`src/rocc_dma_pkg.sv`:
```
// shared widths, command codes, burst lengths and DMA states, imported by every RTL module
package rocc_dma_pkg;

  // meaningful widths
  typedef logic [31:0] word_t;
  typedef logic [31:0] addr_t;
  typedef logic [8:0]  tag_t;
  typedef logic [4:0]  mem_cmd_t;
  typedef logic [6:0]  funct_t;
  typedef logic [6:0]  opcode_t;
  typedef logic [4:0]  reg_idx_t;
  typedef logic [9:0]  buf_idx_t;

  // custom-0 opcode space of the core
  localparam opcode_t CUSTOM_OPCODE = 7'h0b;

  // funct field decode
  localparam funct_t FUNCT_CONFIG = 7'd0;
  localparam funct_t FUNCT_READ   = 7'd1;
  localparam funct_t FUNCT_STATUS = 7'd2;
  localparam funct_t FUNCT_WRITE  = 7'd3;

  // burst lengths in words, the long one also sizes the buffer
  localparam int unsigned BURST_SHORT = 128;
  localparam int unsigned BURST_LONG  = 1024;

  // tag wraps to zero after this value
  localparam tag_t TAG_LAST = 9'd63;

  // memory command codes
  localparam mem_cmd_t MEM_CMD_READ  = 5'd0;
  localparam mem_cmd_t MEM_CMD_WRITE = 5'd1;

  // byte step between consecutive words
  localparam addr_t WORD_BYTES = 32'd4;

  // size code for a 32-bit access
  localparam logic [1:0] MEM_SIZE_WORD = 2'd2;

  // burst engine states
  typedef enum logic [2:0] {
    dma_idle,
    dma_read,
    dma_write_prime,
    dma_write,
    dma_finish
  } dma_state_t;

endpackage

```
`src/burst_dma_engine.sv`:
```
// burst engine that moves words between data memory and the local buffer, one burst per start pulse
module burst_dma_engine
  import rocc_dma_pkg::*;
(
  input  logic       clock,
  input  logic       reset,
  input  logic       start_read,
  input  logic       start_write,
  input  logic       long_burst,
  input  addr_t      base_addr,
  output logic       busy,
  output logic       interrupt,
  output logic       mem_req_valid,
  input  logic       mem_req_ready,
  output addr_t      mem_req_addr,
  output tag_t       mem_req_tag,
  output mem_cmd_t   mem_req_cmd,
  output logic [1:0] mem_req_size,
  input  logic       mem_resp_valid,
  output logic       buf_wr_en,
  output logic       buf_rd_en,
  output buf_idx_t   buf_idx
);

  dma_state_t state;
  buf_idx_t   req_cnt;
  buf_idx_t   resp_cnt;
  buf_idx_t   last_idx;
  addr_t      addr_q;
  tag_t       tag_q;
  tag_t       next_tag;
  mem_cmd_t   cmd_q;
  logic       req_valid_q;
  logic       req_fire;
  logic       last_req;
  logic       last_resp;

  assign last_idx  = long_burst ? buf_idx_t'(BURST_LONG - 1) : buf_idx_t'(BURST_SHORT - 1);
  assign req_fire  = req_valid_q && mem_req_ready;
  assign last_req  = (req_cnt == last_idx);
  assign last_resp = (resp_cnt == last_idx);
  assign next_tag  = (tag_q == TAG_LAST) ? '0 : tag_q + 1'b1;

  always_ff @(posedge clock or posedge reset)
  begin
    if (reset)
    begin
      state       <= dma_idle;
      req_valid_q <= 1'b0;
      req_cnt     <= '0;
      resp_cnt    <= '0;
      tag_q       <= '0;
    end
    else
    begin
      case (state)
        dma_idle:
        begin
          if (start_read)
          begin
            state       <= dma_read;
            req_valid_q <= 1'b1;
            req_cnt     <= '0;
            resp_cnt    <= '0;
            tag_q       <= next_tag;
          end
          else if (start_write)
          begin
            state   <= dma_write_prime;
            req_cnt <= '0;
            tag_q   <= next_tag;
          end
        end
        dma_read:
        begin
          // requests run ahead of the responses
          if (req_fire)
          begin
            req_cnt <= req_cnt + 1'b1;
            if (last_req)
            begin
              req_valid_q <= 1'b0;
            end
          end
          if (mem_resp_valid)
          begin
            resp_cnt <= resp_cnt + 1'b1;
            if (last_resp)
            begin
              state <= dma_finish;
            end
          end
        end
        dma_write_prime:
        begin
          // word 0 is on the buffer output from here on
          state       <= dma_write;
          req_valid_q <= 1'b1;
        end
        dma_write:
        begin
          if (req_fire)
          begin
            req_cnt <= req_cnt + 1'b1;
            if (last_req)
            begin
              req_valid_q <= 1'b0;
              state       <= dma_finish;
            end
          end
        end
        dma_finish:
        begin
          state <= dma_idle;
        end
        default:
        begin
          state <= dma_idle;
        end
      endcase
    end
  end

  // request address and command
  always_ff @(posedge clock)
  begin
    if (state == dma_idle && start_read)
    begin
      addr_q <= base_addr;
      cmd_q  <= MEM_CMD_READ;
    end
    else if (state == dma_idle && start_write)
    begin
      addr_q <= base_addr;
      cmd_q  <= MEM_CMD_WRITE;
    end
    else if (req_fire)
    begin
      addr_q <= addr_q + WORD_BYTES;
    end
  end

  // during writes the index runs one word ahead of the presented request
  always_comb
  begin
    buf_wr_en = (state == dma_read) && mem_resp_valid;
    buf_rd_en = (state == dma_write_prime) || ((state == dma_write) && req_fire);
    case (state)
      dma_read:  buf_idx = resp_cnt;
      dma_write: buf_idx = req_cnt + 1'b1;
      default:   buf_idx = req_cnt;
    endcase
  end

  // start pulse covers the cycle before the state leaves idle
  assign busy = start_read || start_write ||
                (state inside {dma_read, dma_write_prime, dma_write});
  assign interrupt = (state == dma_finish);

  assign mem_req_valid = req_valid_q;
  assign mem_req_addr  = addr_q;
  assign mem_req_tag   = tag_q;
  assign mem_req_cmd   = cmd_q;
  assign mem_req_size  = MEM_SIZE_WORD;

  a_req_stable: assert property (
    @(posedge clock) disable iff (reset)
    mem_req_valid && !mem_req_ready |=>
      mem_req_valid && $stable(mem_req_addr) && $stable(mem_req_tag) && $stable(mem_req_cmd)
  );

  a_interrupt_pulse: assert property (
    @(posedge clock) disable iff (reset)
    interrupt |=> !interrupt
  );

endmodule

```
`config.mk`:
```
export PLATFORM = sky130hd
export DESIGN_NAME = burst_dma_engine
export DESIGN_NICKNAME = d
export VERILOG_FILES = /design/src/rocc_dma_pkg.sv /design/src/burst_dma_engine.sv
export SDC_FILE = /design/constraint.sdc
export NUM_CORES = 1
export LEC_CHECK = 0
export BUFFER_PORTS_ARGS = -buffer_cell sky130_fd_sc_hd__buf_2
export CAP_MARGIN = 5
export CELL_PAD_IN_SITES_DETAIL_PLACEMENT = 1
export CELL_PAD_IN_SITES_GLOBAL_PLACEMENT = 1
export CORE_AREA = 2 2 103 105
export DETAILED_ROUTE_END_ITERATION = 16
export DIE_AREA = 0 0 105 107
export GPL_ROUTABILITY_DRIVEN = 0
export GPL_TIMING_DRIVEN = 1
export HOLD_SLACK_MARGIN = 0.02
export PLACE_DENSITY_LB_ADDON = 0.1
export REMOVE_ABC_BUFFERS = 1
export SKIP_CTS_REPAIR_TIMING = 1
export SYNTH_ARGS = -nofsm -noshare
export SYNTH_HDL_FRONTEND = slang
export SYNTH_SLANG_ARGS = --single-unit
```
`constraint.sdc`:
```
create_clock -name clock -period 2.5 [get_ports clock]
set_input_delay 0.5 -clock clock [delete_from_list [all_inputs] [get_ports clock]]
set_output_delay 0.5 -clock clock [all_outputs]
set_load 0.1 [all_outputs]
```
# Word-level counts from Yosys, hierarchy flattened
# Index checks and enable logic that the tools add are counted.
[word_totals]
reg_bits = 66
latchBits = 0
ramBits = 0
rom_bits = 0
output_inout_bits = 63
n_memories = 0
[classes]
n_addsub = 4
mul = 0
div = 0
order_cmp = 0
eq_ne = 15
n_shift = 0
muxes = 26
bitwise_logic = 0
n_reduce_logical = 21
[op_table]
columns = ["operator", "count"]
rows = [
  ["$mux 32", 3],
  ["$mux 10", 6],
  ["$pmux 10 s2", 3],
  ["$add 32x3->32 const B", 1],
  ["$mux 9", 3],
  ["$add 10x1->10 const B", 2],
  ["$eq 10x10->1", 2],
  ["$mux 3", 6],
  ["$pmux 3 s4", 1],
  ["$ne 2x2->1 const B", 5],
  ["$add 9x1->9 const B", 1],
  ["$eq 9x6->1 const B", 1],
  ["$reduce_bool 3->1", 3],
  ["$eq 3x2->1 const B", 2],
  ["$reduce_and 3->1", 2],
  ["$reduce_bool 2->1", 3],
  ["$logic_and 1x1->1", 5],
  ["$reduce_and 5->1", 1],
  ["$ne 2x1->1 const B", 2],
  ["$reduce_and 4->1", 1],
  ["$eq 3x1->1 const B", 1],
  ["$eq 3x3->1 const B", 1],
  ["$logic_not 3->1", 1],
  ["$logic_or 1x1->1", 3],
  ["other kinds (5)", 7],
]

# Depth between registers and ports, before layout
[depth]
word_depth = 5
depth_mapped = 6

# Worst setup path after synthesis
# OpenSTA, ideal clock, no wires.
[synth_timing]
path_kind = "register -> output"
from = "register state[1]"
to = "output buf_idx[0]"
arrival_ns = 3.135
required_time_ns = 2.000
setup_slack_ns = -1.135
path_stages_with_launch = 5
path_buffers = 2
path_cell_list = "dfrtp_1 > buf_1 > buf_1 > o21ai_0 > o21ai_0"
[synth_between]
elab_chain_len = 2
word_cells_on_any_way = 3
cone_classes = "eq/ne (2); mux (1)"
[synth_rtl]
columns = ["element", "line_no", "rtl"]
rows = [
  ["start: declaration", "burst_dma_engine.sv:25", "dma_state_t state;"],
  ["start signal: assignment", "burst_dma_engine.sv:48", "state <= dma_idle;"],
  ["start signal: assignment", "burst_dma_engine.sv:61", "state <= dma_read;"],
  ["start signal: assignment", "burst_dma_engine.sv:69", "state <= dma_write_prime;"],
  ["$eq 3x2->1 / $eq 3x1->1 (equally long branches)", "burst_dma_engine.sv:148", "case (state)"],
  ["$pmux 10 s2 (*)", "burst_dma_engine.sv:148", ""],
  ["end: declaration", "burst_dma_engine.sv:22", "output buf_idx_t buf_idx"],
]
# Mark *: on every way between the ends. The rest lies on a longest branch, timed or not.

# Final worst setup path
[layout_timing]
from = "register req_cnt[6]"
to = "output buf_idx[9]"
[layout_between]
elab_chain_len = 2
[layout_rtl]
columns = ["element", "line_no", "rtl"]
rows = [
  ["start: declaration", "burst_dma_engine.sv:26", "buf_idx_t req_cnt;"],
  ["start signal: assignment", "burst_dma_engine.sv:79", "req_cnt <= req_cnt + 1'b1;"],
  ["start signal: assignment", "burst_dma_engine.sv:104", "req_cnt <= req_cnt + 1'b1;"],
  ["$add 10x1->10", "burst_dma_engine.sv:150", "dma_write: buf_idx = req_cnt + 1'b1;"],
  ["$pmux 10 s2", "burst_dma_engine.sv:148", ""],
]
# No other way between the ends.

==> flow_metrics.env <==
export IMPL_htree_levels=3
export IMPL_design_area_um2=5030
export IMPL_cpPeakStageDelay_ns=0.44
export IMPL_numPortBuffers=95
export IMPL_cp_max_fo=7
export IMPL_dieArea_um2=11200
export IMPL_multi_input_area_um2=2070
export IMPL_wl_met2_mm=5.73
export IMPL_cts_root_buf="clkbuf_8"
export IMPL_syn_area_um2=3970
export IMPL_regToRegStartpoint="mem_req_addr[3]"
export IMPL_max_freq_mhz=413
export IMPL_synth_edf_count=32
export IMPL_start_util=0.394
export IMPL_final_net_count=588
export IMPL_grt_max_degree=42
export IMPL_clk_path_buf_depth=2
export IMPL_drc_errors=0
export IMPL_synthTopCellsByArea="edfxtp_1 24%, dfrtp_1 21%, o21ai_0 6.0%"
export IMPL_grtUsageTotal=0.214
export IMPL_hpwlAfterDp_mm=8.36
export IMPL_wl_met1_mm=5.26
export IMPL_die_w_um=105
export IMPL_seq_area_um2=1820
export IMPL_die_y_um=107
export IMPL_syn_to_final_growth_pct=26.6
export IMPL_tightest_slew_ns=0.990
export IMPL_worst_path_buf_inv=1
export IMPL_numClockSinks=66
export IMPL_post_drt_wl_per_cell_um=17.1
export IMPL_crit_family="simple AND/OR/NAND/NOR gates"
export IMPL_grt_pass1_wl_mm=19.2
export IMPL_met3_length_um=532
export IMPL_antenna_found_initial=0
export IMPL_yosys_warnings=0
export IMPL_wirelength_mm=11.7
export IMPL_drt_iter0_drc=159
export IMPL_cap_violations=0
export IMPL_grt_pass1_vias=3804
export IMPL_clock_latency_ns=0.35
export IMPL_yosys_cell_types_count=46
export IMPL_cts_buffers_inserted=9
export IMPL_start_kind="flop"
export IMPL_drive_gt1_frac=0.273
export IMPL_avgViaCountPerCell=5.57
export IMPL_timing_setup_tns_ns=0
export IMPL_synth_ff_type="dfrtp_1"
export IMPL_crit_type="flop to primary output"
export IMPL_synth_seq_cells=66
export IMPL_hold_violations=0
export IMPL_vias=3824
export IMPL_final_min_clock_period_ns=2.42
export IMPL_syn_avg_cell_area_um2=8.85
export IMPL_slew_headroom=0.339
export IMPL_startpoint="req_cnt[6]"
export IMPL_critPathRequiredTime_ns=2.00
export IMPL_fin_skew_ns=0.00946
export IMPL_end_kind="primary output"
export IMPL_cts_tree="done"
export IMPL_synth_top_cell_area_share=0.242
export IMPL_synth_cells=449
export IMPL_holdCritPathClass="input port to asynchronous set/reset pin"
export IMPL_antennaDiodeCount=0
export IMPL_antenna_left=0
export IMPL_postPlaceCellArea_um2=4760
export IMPL_rrSetupSlack_ns=0.15
export IMPL_overflow=0
export IMPL_coreArea_um2=10100
export IMPL_synth_top_area_cell="edfxtp_1"
export IMPL_crit_arrival_ns=1.92
export IMPL_setup_violations=0
export IMPL_async_flop_share=0.500
export IMPL_first_pass_iters=4
export IMPL_highest_layer="met4"
export IMPL_timing_final_crit_share=0.968
export IMPL_synth_seq_area_share=0.455
export IMPL_crit_chain="and3_1, nand4_1, a21oi_2, a2bb2oi_2, buf_12"
export IMPL_row_count=37
export IMPL_worstRegToRegCells=5
export IMPL_status="finished clean"
export IMPL_r2r_end="mem_req_addr[30]"
export IMPL_clkTransAtPathRegs_ns=0.08
export IMPL_critical_path_slowest_cell="dfrtp_2"
export IMPL_slew_viol_final=0
export IMPL_io_pins=102
export IMPL_fillers=1239
## layout make-up
class,count,area share
clock buffers,10,0.0254
well taps,136,0.0338
multi-input cells,348,0.412
inverters,6,0.00448
clock inverters,6,0.0114
repair buffers,114,0.152
flip-flops and latches,66,0.361
## cells in the mapped netlist, drive strengths merged (2+ instances only)
master,number
nor3,4
o31ai,10
nor2b,2
nand2b,3
nand2,53
nor4,5
o21ai,48
nor2,37
nand3,21
a31oi,18
and2,5
a21oi,19
and4,7
and3,14
o211ai,2
or4,10
xnor2,8
or3,14
mux2i,2
dfrtp,33
o2111ai,3
a2bb2oi,4
ha,4
buf,9
edfxtp,32
clkbuf,24
o22ai,8
xor2,16
inv,6
nand4,13
conb,2
## logic make-up after synthesis
family / share of synthesized area
multiplexers: 0.00787
buffers and inverters: 0.0428
AO/OA/AOI/OAI: 0.175
flip-flops: 0.455
XOR/XNOR: 0.0529
adder cells (fa/ha/maj): 0.0126
AND/OR/NAND/NOR: 0.253
other: 0.00189
## routing by layer
| metal | track usage | up-vias |
|---|---|---|
| li1 | - | 1844 |
| met1 | 0.285 | 1866 |
| met2 | 0.355 | 95 |
| met3 | 0.0267 | 19 |
| met4 | 0.0867 | 0 |
| met5 | 0 | - |
## cell usage in the layout, fill, tap and decap left out, types with 12 or more instances in the layout
cell type  Yosys  routed
a21oi_1       19      16
and3_1        14      12
nand4_1       13      13
buf_4          6      18
dfrtp_1       33      26
nand2_1       53      53
nor2_1        37      37
edfxtp_1      32      32
o21ai_0       48      48
or3_1         14      14
nand3_1       21      21
buf_2          1      84
a31oi_1       18      18
xor2_1        16      16
## tightest hold or removal path: stages
cell	delay, ns
buf_2	0.09
inv_1	0.04
buf_4	0.39
## stage by stage
step	setup WS (ns)	utilization	std cells	hold WS, ns
detailed placement	0.122	0.471	668	0.455
global placement	0.224	0.471	668	0.455
floorplan	-3.11	-	420	0.508
CTS	-0.234	0.490	684	0.250
finish	0.0802	0.499	686	0.241
global route	-0.0146	0.499	686	0.286
## worst max path at each step
stage,to,slack (ns),cells past startpoint
6_report,buf_idx[9],0.08,5
4_1_cts,buf_idx[6],-0.23,6
3_3_place_gp,buf_idx[6],0.22,6
3_5_place_dp,mem_req_addr[30],0.12,5
2_1_floorplan,resp_cnt[7],-3.11,4
5_1_grt,buf_idx[9],-0.01,5
## sequential cells by signal, summed over array words and instances, names as in the netlist
signal,cells
resp_cnt,10
mem_req_tag,9
req_cnt,10
mem_req_addr,32
mem_req_valid,1
state,3
mem_req_cmd,1
Power is not shown: default switching activity piles up to over one toggle a cycle in this logic, so the estimate is an artifact.
