[src/rocc_dma_pkg.sv]
// shared widths, command codes, burst lengths and DMA states, imported by every RTL module
package rocc_dma_pkg;

  // meaningful widths
  typedef logic [31:0] word_t;
  typedef logic [31:0] addr_t;
  typedef logic [8:0]  tag_t;
  typedef logic [4:0]  mem_cmd_t;
  typedef logic [6:0]  funct_t;
  typedef logic [6:0]  opcode_t;
  typedef logic [4:0]  reg_idx_t;
  typedef logic [9:0]  buf_idx_t;

  // custom-0 opcode space of the core
  localparam opcode_t CUSTOM_OPCODE = 7'h0b;

  // funct field decode
  localparam funct_t FUNCT_CONFIG = 7'd0;
  localparam funct_t FUNCT_READ   = 7'd1;
  localparam funct_t FUNCT_STATUS = 7'd2;
  localparam funct_t FUNCT_WRITE  = 7'd3;

  // burst lengths in words, the long one also sizes the buffer
  localparam int unsigned BURST_SHORT = 128;
  localparam int unsigned BURST_LONG  = 1024;

  // tag wraps to zero after this value
  localparam tag_t TAG_LAST = 9'd63;

  // memory command codes
  localparam mem_cmd_t MEM_CMD_READ  = 5'd0;
  localparam mem_cmd_t MEM_CMD_WRITE = 5'd1;

  // byte step between consecutive words
  localparam addr_t WORD_BYTES = 32'd4;

  // size code for a 32-bit access
  localparam logic [1:0] MEM_SIZE_WORD = 2'd2;

  // burst engine states
  typedef enum logic [2:0] {
    dma_idle,
    dma_read,
    dma_write_prime,
    dma_write,
    dma_finish
  } dma_state_t;

endpackage

[src/rocc_cmd_unit.sv]
// command decoder of the accelerator, holds the configuration and answers with register responses
module rocc_cmd_unit
  import rocc_dma_pkg::*;
(
  input  logic     clock,
  input  logic     reset,
  input  logic     cmd_valid,
  output logic     cmd_ready,
  input  funct_t   cmd_funct,
  input  opcode_t  cmd_opcode,
  input  reg_idx_t cmd_rd,
  input  logic     cmd_xd,
  input  word_t    cmd_rs1,
  output logic     resp_valid,
  input  logic     resp_ready,
  output reg_idx_t resp_rd,
  output word_t    resp_data,
  input  logic     busy,
  output logic     start_read,
  output logic     start_write,
  output logic     long_burst,
  output addr_t    base_addr
);

  logic  accept;
  logic  is_custom;
  logic  is_read;
  logic  is_write;
  logic  is_config;
  word_t resp_data_next;

  // one command in flight, and none while a burst runs
  assign cmd_ready = !resp_valid && !busy;
  assign accept    = cmd_valid && cmd_ready;

  assign is_custom = (cmd_opcode == CUSTOM_OPCODE);
  assign is_config = is_custom && (cmd_funct == FUNCT_CONFIG);
  assign is_read   = is_custom && (cmd_funct == FUNCT_READ);
  assign is_write  = is_custom && (cmd_funct == FUNCT_WRITE);

  // response word as seen at acceptance
  always_comb
  begin
    resp_data_next = '0;
    if (is_config)
    begin
      resp_data_next = word_t'(cmd_rd);
    end
    else if (is_custom && (cmd_funct == FUNCT_STATUS))
    begin
      resp_data_next = {30'd0, long_burst, busy};
    end
  end

  always_ff @(posedge clock or posedge reset)
  begin
    if (reset)
    begin
      start_read  <= 1'b0;
      start_write <= 1'b0;
      long_burst  <= 1'b0;
      resp_valid  <= 1'b0;
    end
    else
    begin
      start_read  <= accept && is_read;
      start_write <= accept && is_write;
      // only the burst-length bit of rs1 is kept
      if (accept && is_config)
      begin
        long_burst <= cmd_rs1[0];
      end
      if (accept && cmd_xd)
      begin
        resp_valid <= 1'b1;
      end
      else if (resp_ready)
      begin
        resp_valid <= 1'b0;
      end
    end
  end

  always_ff @(posedge clock)
  begin
    if (accept && (is_read || is_write))
    begin
      base_addr <= addr_t'(cmd_rs1);
    end
    if (accept && cmd_xd)
    begin
      resp_rd   <= cmd_rd;
      resp_data <= resp_data_next;
    end
  end

  a_resp_held: assert property (
    @(posedge clock) disable iff (reset)
    resp_valid && !resp_ready |=> resp_valid
  );

endmodule

[config.mk]
export PLATFORM = sky130hd
export DESIGN_NAME = rocc_cmd_unit
export DESIGN_NICKNAME = d
export VERILOG_FILES = /design/src/rocc_dma_pkg.sv /design/src/rocc_cmd_unit.sv
export SDC_FILE = /design/constraint.sdc
export NUM_CORES = 1
export LEC_CHECK = 0
export ABC_AREA = 1
export BUFFER_PORTS_ARGS = -buffer_cell sky130_fd_sc_hd__buf_2
export CAP_MARGIN = 20
export CORE_MARGIN = 2
export CORE_UTILIZATION = 43
export DETAILED_ROUTE_END_ITERATION = 7
export PLACE_DENSITY = 0.84
export RECOVER_POWER = 100
export SYNTH_ARGS = -nofsm -noshare
export SYNTH_HDL_FRONTEND = slang
export SYNTH_SLANG_ARGS = --single-unit
[constraint.sdc]
create_clock -name clock -period 4.4 [get_ports clock]
set_input_delay 0.44 -clock clock [delete_from_list [all_inputs] [get_ports clock]]
set_output_delay 0.44 -clock clock [all_outputs]
set_load 0.05 [all_outputs]
After elaboration in Yosys (flattened, before gate mapping)
Index checks and enable logic that the tools add are counted.
- flip-flop bits (word level): 73
- mux-type cells: 4
- eq/ne operators: 4
- reductions and logical operators: 16
- operators by type and width (cell ; number):
    7-bit by 2-bit == test with 1-bit output (second input constant) ; 2
    1-bit logical AND ; 11
    7-bit by 1-bit == test with 1-bit output (second input constant) ; 1
    7-bit by 4-bit == test with 1-bit output (second input constant) ; 1
    7-bit logical NOT ; 1
    5-bit 2-to-1 mux ; 1
    1-bit logical NOT ; 2
    1-bit 2-to-1 mux ; 2
    2-bit 2-to-1 mux ; 1
    2-bit nonzero test ; 1
    1-bit logical OR ; 1

Longest topological paths before layout
Gate-level depths: netlist of the first run.
- word-level depth: 5
- gate-level depth with buffers: 8

Worst setup path before layout of the first run
Ideal clock, no wire load.
- path kind: reg-to-reg
- start point: reg resp_valid
- end point: reg base_addr[0], enable pin
- required time: 3.979 ns
- arrival: 2.823 ns
- period minus slack after synthesis: 3.244 ns
- buffers on the path: 0
- setup time: 0.421 ns
- stages on the path, launching flop included: 6
- slack: 1.156 ns
- cells stage by stage: dfrtp_1 nor2_2 nand2_2 inv_2 nand3_2 nor2_1
- cells in the longest elaborated chain, start to end: 4
- ends and longest elaborated chain (what ; line ; text):
    start, declared ; rocc_cmd_unit.sv:14 ; output logic resp_valid,
    start signal, assigned ; rocc_cmd_unit.sv:62 ; resp_valid <= 1'b0;
    start signal, assigned ; rocc_cmd_unit.sv:75 ; resp_valid <= 1'b1;
    start signal, assigned ; rocc_cmd_unit.sv:79 ; resp_valid <= 1'b0;
    1-bit logical NOT ; rocc_cmd_unit.sv:33 ; assign cmd_ready = !resp_valid && !busy;
    1-bit logical AND ; rocc_cmd_unit.sv:33 ;
    named net cmd_ready ; rocc_cmd_unit.sv:8 ; output logic cmd_ready,
    1-bit logical AND ; rocc_cmd_unit.sv:34 ; assign accept = cmd_valid && cmd_ready;
    1-bit logical AND ; rocc_cmd_unit.sv:86 ; if (accept && (is_read || is_write))
    end signal, assigned ; rocc_cmd_unit.sv:88 ; base_addr <= addr_t'(cmd_rs1);
    end, declared ; rocc_cmd_unit.sv:22 ; output addr_t base_addr
The timed path passes the listed nets, and every way through them passes these cells.
A chain may end at the register's enable or synchronous reset.

Worst setup path in the final report of the first run
- start point: reg resp_valid
- end point: reg base_addr[31], enable pin
- cells in the longest elaborated chain, start to end: 4
- ends and longest elaborated chain (what ; line):
    1-bit logical NOT ; rocc_cmd_unit.sv:33
    1-bit logical AND ; rocc_cmd_unit.sv:33
    1-bit logical AND ; rocc_cmd_unit.sv:34
    1-bit logical AND ; rocc_cmd_unit.sv:86
No other way between the ends.

==> flow_summary.json, run 1 <==
{
  "cts_resized": 0,
  "ctsRootBufferMaster": "clkbuf_8",
  "slew_viol_final": 33,
  "area_growth_pct": 28.18,
  "dp_cells": 276,
  "cts_tree": "built",
  "drive_above_1_share": 0.2692,
  "min_path_type": "primary input to asynchronous set/reset pin",
  "clkTransAtPathRegs_ns": 0.08,
  "yosys_warnings": 0,
  "layout_min_cycle_time_ns": 2.596,
  "worstSkewPairLatency_ns": 0.29,
  "finalHoldViolCount": 0,
  "clockBufferDepth": 2,
  "fin_tns_setup_ns": 0,
  "first_pass_iters": 4,
  "violations": "max-capacitance violations, max-slew violations",
  "ant_nets": 0,
  "place_congestion": 0.8172,
  "layout_commonest_cell": "buf_2",
  "p_leak_nw": 0.9722,
  "dpl.hpwl_um": 2739,
  "critPathLaunchType": "flop",
  "slew_headroom": -0.08548,
  "core_area_mm2": 0.004029,
  "numCtsBuffers": 5,
  "critPathArrivalTime_ns": 2.49,
  "num_vias": 1183,
  "grt_usage": 0.1404,
  "initial_core_util": 0.4475,
  "rsz0062_at_grt": "no",
  "seq_area_frac_synth": 0.7550,
  "yosys_register_bits": 46,
  "diodes": 0,
  "maxCapViolCount": 1,
  "tightest_slew_ns": 1.628,
  "drtIter0Drc": 88,
  "totalWireLength_um": 3494,
  "rows": 23,
  "first_global_vias": 1048,
  "synth_cell_types": 20,
  "fin_hold_ws_ns": 0.01617,
  "final_cells": 284,
  "cts_hold_buf": 0,
  "clkSinkCount": 46,
  "worstPathRequired_ns": 4.29,
  "post_cts_buffers": 0,
  "finalPower_uw": 881.1,
  "overflow": 0,
  "ctsHtreeMaxLevel": 2,
  "syn_area_per_cell_um2": 14.66,
  "p_per_area_mw_per_mm2": 381.3,
  "synth_area_mm2": 0.001803,
  "final_cell_mix": "buf_2 (53), clkbuf_1 (52), edfxtp_1 (42)",
  "dieArea_mm2": 0.004727,
  "path_max_fanout": 32,
  "die_h_um": 68.76,
  "cp-end-kind": "flop",
  "skew_ns": 0.006201,
  "status": "finished with violations",
  "grt_max_degree": 33,
  "path_cells": "nor2_1 > nand2_1 > inv_1 > nand3_1 > nor2_2 > clkbuf_1",
  "syn_inst": 123,
  "wl_per_cell_um": 12.30,
  "cp_slowest_cell": "clkbuf_1",
  "critPathKind": "flop to flop",
  "grt_pass1_wl_um": 4609,
  "fin_crit_sh": 0.5900,
  "io_buffers": 103,
  "nets": 290,
  "drcViolationCount": 0,
  "vdd_ir_drop_max_mv": 0.1371,
  "utilization": 0.5736,
  "vias_per_cell": 4.165,
  "io_pins": 131,
  "max_stage_delay_ns": 1.18,
  "fp.dieW_um": 68.76,
  "finalSetupViolations": 0,
  "antenna_found_initial": 0,
  "max_freq_mhz": 385.2
}
-- metal layers --
| metal | vias to the layer above | share of wire | GRT usage |
|---|---|---|---|
| met5 | - | 0 | 0 |
| met2 | 79 | 0.49 | 0.2452 |
| met1 | 521 | 0.36 | 0.1467 |
| met3 | 9 | 0.11 | 0.03571 |
| met4 | 0 | 0.027 | 0.09804 |
| li1 | 574 | - | - |
-- critical path: cells and delay by family, from the launching register on --
family | cells | cell delay (ns)
buffers and inverters | 2 | 1.27
and+or+nand+nor | 4 | 0.51
DFF | 1 | 0.41
-- worst paths after layout --
path,from,to,slack (ns),cells after the start
min,reset,start_read,0.02,2
min in group clock,cmd_rs1[1],base_addr[1],0.32,1
max,resp_valid,base_addr[31],1.80,6
max reg2reg,resp_valid,base_addr[31],1.80,6
min reg2reg,long_burst,long_burst,0.56,2
max in group asynchronous,reset,start_write,4.24,2
-- synth_stat cells --
cell type	n	area share
nand3_2	1	0.0056
nor2_1	10	0.021
nor2_2	2	0.0069
nand2_1	9	0.019
conb_1	1	0.0021
nor3_1	2	0.0056
o21ai_2	1	0.0049
o22ai_1	1	0.0035
o21ai_0	2	0.0056
buf_4	27	0.11
nand3_1	2	0.0056
inv_1	11	0.023
nand4_1	1	0.0035
inv_2	1	0.0021
nor2_4	2	0.012
and2_1	1	0.0035
dfrtp_1	4	0.056
edfxtp_1	42	0.70
nand2_2	2	0.0069
clkinv_1	1	0.0021
-- state kept, by name, indices dropped and copies added (netlist names) --
signal	flops
resp_data	5
base_addr	32
resp_rd	5
resp_valid	1
start_read	1
start_write	1
long_burst	1
-- metrics by stage --
stage | area (um^2) | worst slack [ns]
floorplan | 1901 | 1.156
global placement | 2286 | 2.678
detailed placement | 2286 | 2.600
CTS | 2396 | 2.712
global route | 2311 | 1.506
finish | 2311 | 1.804
-- final cells by class --
cell class / instances / area, um^2
Inverter: 13 / 48.80
Multi-Input combinational cell: 63 / 271.5
Clock inverter: 2 / 37.54
Tap cell: 50 / 62.56
Fill cell: 382 / 1718
Clock buffer: 6 / 72.57
Timing Repair Buffer: 104 / 456.7
Sequential cell: 46 / 1361
-- where the power goes --
part | switching (mW) | total (mW) | internal [mW]
sequential | 0.00114 | 0.480 | 0.479
clock | 0.132 | 0.301 | 0.169
combinational | 0.0788 | 0.100 | 0.0212
-- kinds of logic after synthesis --
| kind of cell | Yosys count | synth area share |
|---|---|---|
| flip-flops | 46 | 0.7550 |
| buffers and inverters | 40 | 0.1395 |
| AND/OR/NAND/NOR | 32 | 0.08952 |
| AO/OA/AOI/OAI | 4 | 0.01388 |
| other | 1 | 0.002080 |
No activity file was read; power rests on OpenSTA's default activity.
==> inputs of run 2 (changes only) <==
ABC_AREA = 0   (was 1)
CORE_UTILIZATION = 39   (was 43)
PLACE_DENSITY = 0.78   (was 0.84)
clock period = 2.6 ns   (was 4.4 ns; I/O delays follow)
==> flow_summary.json, run 2 <==
{
  "grt_pass1_wl_um": 4843,
  "io_buffers": 103,
  "overflow": 0,
  "synth_area_mm2": 0.001742,
  "numCtsBuffers": 5,
  "fin_crit_sh": 0.7354,
  "tightest_slew_ns": 0.7866,
  "synth_edf_count": 42,
  "critPathArrivalTime_ns": 1.83,
  "skew_ns": 0.006151,
  "die_h_um": 70.83,
  "power_frac_seq": 0.545,
  "fin_tns_setup_ns": 0,
  "p_per_area_mw_per_mm2": 656.3,
  "yosys_warnings": 0,
  "antenna_found_initial": 0,
  "critPathLaunchType": "flop",
  "dp_cells": 256,
  "startpoint": "resp_valid",
  "post_cts_buffers": 0,
  "drive_above_1_share": 0.2864,
  "diodes": 0,
  "yosys_register_bits": 46,
  "p_int_mw": 1.135,
  "io_pins": 131,
  "area_growth_pct": 30.82,
  "ctsRootBufferMaster": "clkbuf_8",
  "netlist_top_cells_count": "edfxtp_1 (42), buf_4 (27), and2_1 (5), nor2_1 (5), dfrtp_1 (4)",
  "first_pass_iters": 4,
  "p_sw_uw": 360.1,
  "final_area_mm2": 0.002278,
  "num_vias": 1160,
  "fp.dieW_um": 70.83,
  "core_area_mm2": 0.004324,
  "reg_top3": "base_addr (32), resp_data (5), resp_rd (5)",
  "yosys.area.top_type_share": 0.7241,
  "ys_top_cells_by_area": "edfxtp_1 (72%), buf_4 (12%), dfrtp_1 (5.7%)",
  "path_max_fanout": 34,
  "slew_viol_final": 0,
  "final_cells": 265,
  "place_congestion": 0.7513,
  "min_path_type": "primary input to flop",
  "synth.most_common_cell": "edfxtp_1",
  "vias_per_cell": 4.377,
  "first_global_vias": 1033,
  "drcViolationCount": 0,
  "worstSkewPairLatency_ns": 0.29,
  "rows": 24,
  "ctsHtreeMaxLevel": 2,
  "clockBufferDepth": 2,
  "max_freq_mhz": 523.0,
  "fillers": 401,
  "async_flop_share": 0.08696,
  "drtIter0Drc": 72,
  "initial_core_util": 0.4028,
  "totalWireLength_um": 3443,
  "finalSetupViolations": 0,
  "p_leak_nw": 0.9279,
  "largest_register_ffs": 32,
  "utilization": 0.5269,
  "grt_max_degree": 35,
  "rsz0062_at_grt": "no",
  "multi_input_area_um2": 269.0,
  "nets": 269,
  "clkTransAtPathRegs_ns": 0.08,
  "r2r_start": "resp_valid",
  "ant_nets": 0,
  "power_frac_comb": 0.116,
  "regArea_mm2": 0.001361,
  "cts_tree": "built",
  "slew_headroom": 0.4756,
  "finalHoldViolCount": 0,
  "synth_flop_cell": "edfxtp_1",
  "layout_min_cycle_time_ns": 1.912,
  "final_cell_mix": "clkbuf_1 (53), buf_2 (51), edfxtp_1 (42)",
  "syn_inst": 101,
  "power.share.clock": 0.340,
  "seq_area_frac_synth": 0.7816,
  "grt_usage": 0.1297,
  "worstPathRequired_ns": 2.52,
  "min_from": "cmd_rs1[14]",
  "vdd_ir_drop_max_mv": 0.2676,
  "finalPower_mw": 1.495,
  "status": "completed",
  "syn_area_per_cell_um2": 17.24,
  "maxCapViolCount": 0,
  "wl_per_cell_um": 12.99,
  "p_sw_frac": 0.2408,
  "dpl.hpwl_um": 2705,
  "dpl_cell_area_mm2": 0.002226,
  "synth_area_leader_cell": "edfxtp_1",
  "regMostFlops": "base_addr",
  "critPathKind": "flop to flop",
  "synth_cell_types": 18,
  "clkSinkCount": 46,
  "cp-end-kind": "flop",
  "dieArea_mm2": 0.005016,
  "layout_commonest_cell": "clkbuf_1"
}
[run 2: changes by cell type after synthesis, sizes merged, moves of 2 or more]
| cell | delta |
|---|---|
| nor2b | +2 |
| mux2i | +2 |
| o21ai | -3 |
| inv | -10 |
| and3 | +2 |
| nand3 | -2 |
| nand2 | -11 |
| and2 | +4 |
| nor2 | -9 |
[run 2: worst max-delay path, cell delays in order (launching register included)]
cell and delay, ns:
dfrtp_1 0.40, nor2_1 0.17, and2_0 0.17, and3_2 0.18, clkbuf_2 0.61
[run 2: per-layer routing]
| metal | routed length [um] | global-route usage | vias to the layer above |
|---|---|---|---|
| met4 | 46 | 0.05031 | 0 |
| met1 | 1296 | 0.1456 | 525 |
| met5 | 0 | 0 | - |
| met3 | 534 | 0.05556 | 8 |
| met2 | 1566 | 0.2191 | 102 |
| li1 | - | - | 525 |
[run 2: metrics by stage]
| step | hold slack [ns] | setup slack (ns) |
|---|---|---|
| floorplan | 0.02608 | 0.1062 |
| global placement | 0.1495 | 0.8639 |
| detailed placement | 0.1538 | 0.8320 |
| CTS | 0.1342 | 0.9559 |
| global route | 0.1246 | 0.4800 |
| finish | 0.1435 | 0.6879 |
[run 2: timing repair]
action | CTS | global route
gates resized for setup | 0 | 0
hold buffers | 1 | 0
endpoints found under the hold margin | 4 | 0
[run 2: cells by family after synthesis]
logic type,count (synthesis),share of synthesized area
DFF,46,0.7816
buffers and inverters,29,0.1207
and+or+nand+nor,21,0.07112
muxes,3,0.02011
AOI/OAI and AO/OA,1,0.004312
other,1,0.002153
[run 2: final timing paths]
path	end	slack, ns	cells after the start
worst max-delay path	base_addr[11]	0.69	4
worst min-delay path	base_addr[14]	0.14	1
worst max register to register	base_addr[11]	0.69	4
worst min register to register	resp_valid	0.52	1
max in group asynchronous	long_burst	2.06	3
min in group asynchronous	start_write	0.39	3
[run 2: final cells by class]
type | instances | area share
flip-flops and latches | 46 | 0.5975
repair buffers | 105 | 0.2043
multi-input cells | 52 | 0.1181
clock buffers | 6 | 0.03185
well taps | 52 | 0.02856
clock inverters | 2 | 0.01647
inverters | 2 | 0.003295
[run 2: power by group through the flow]
stage / registers (mW) / logic [mW] / clock network [mW]
detailed placement: 0.831 / 0.175 / 0
finish: 0.814 / 0.173 / 0.508
floorplan: 0.853 / 0.132 / 0
global placement: 0.831 / 0.172 / 0
global route: 0.815 / 0.182 / 0.548
CTS: 0.814 / 0.177 / 0.520
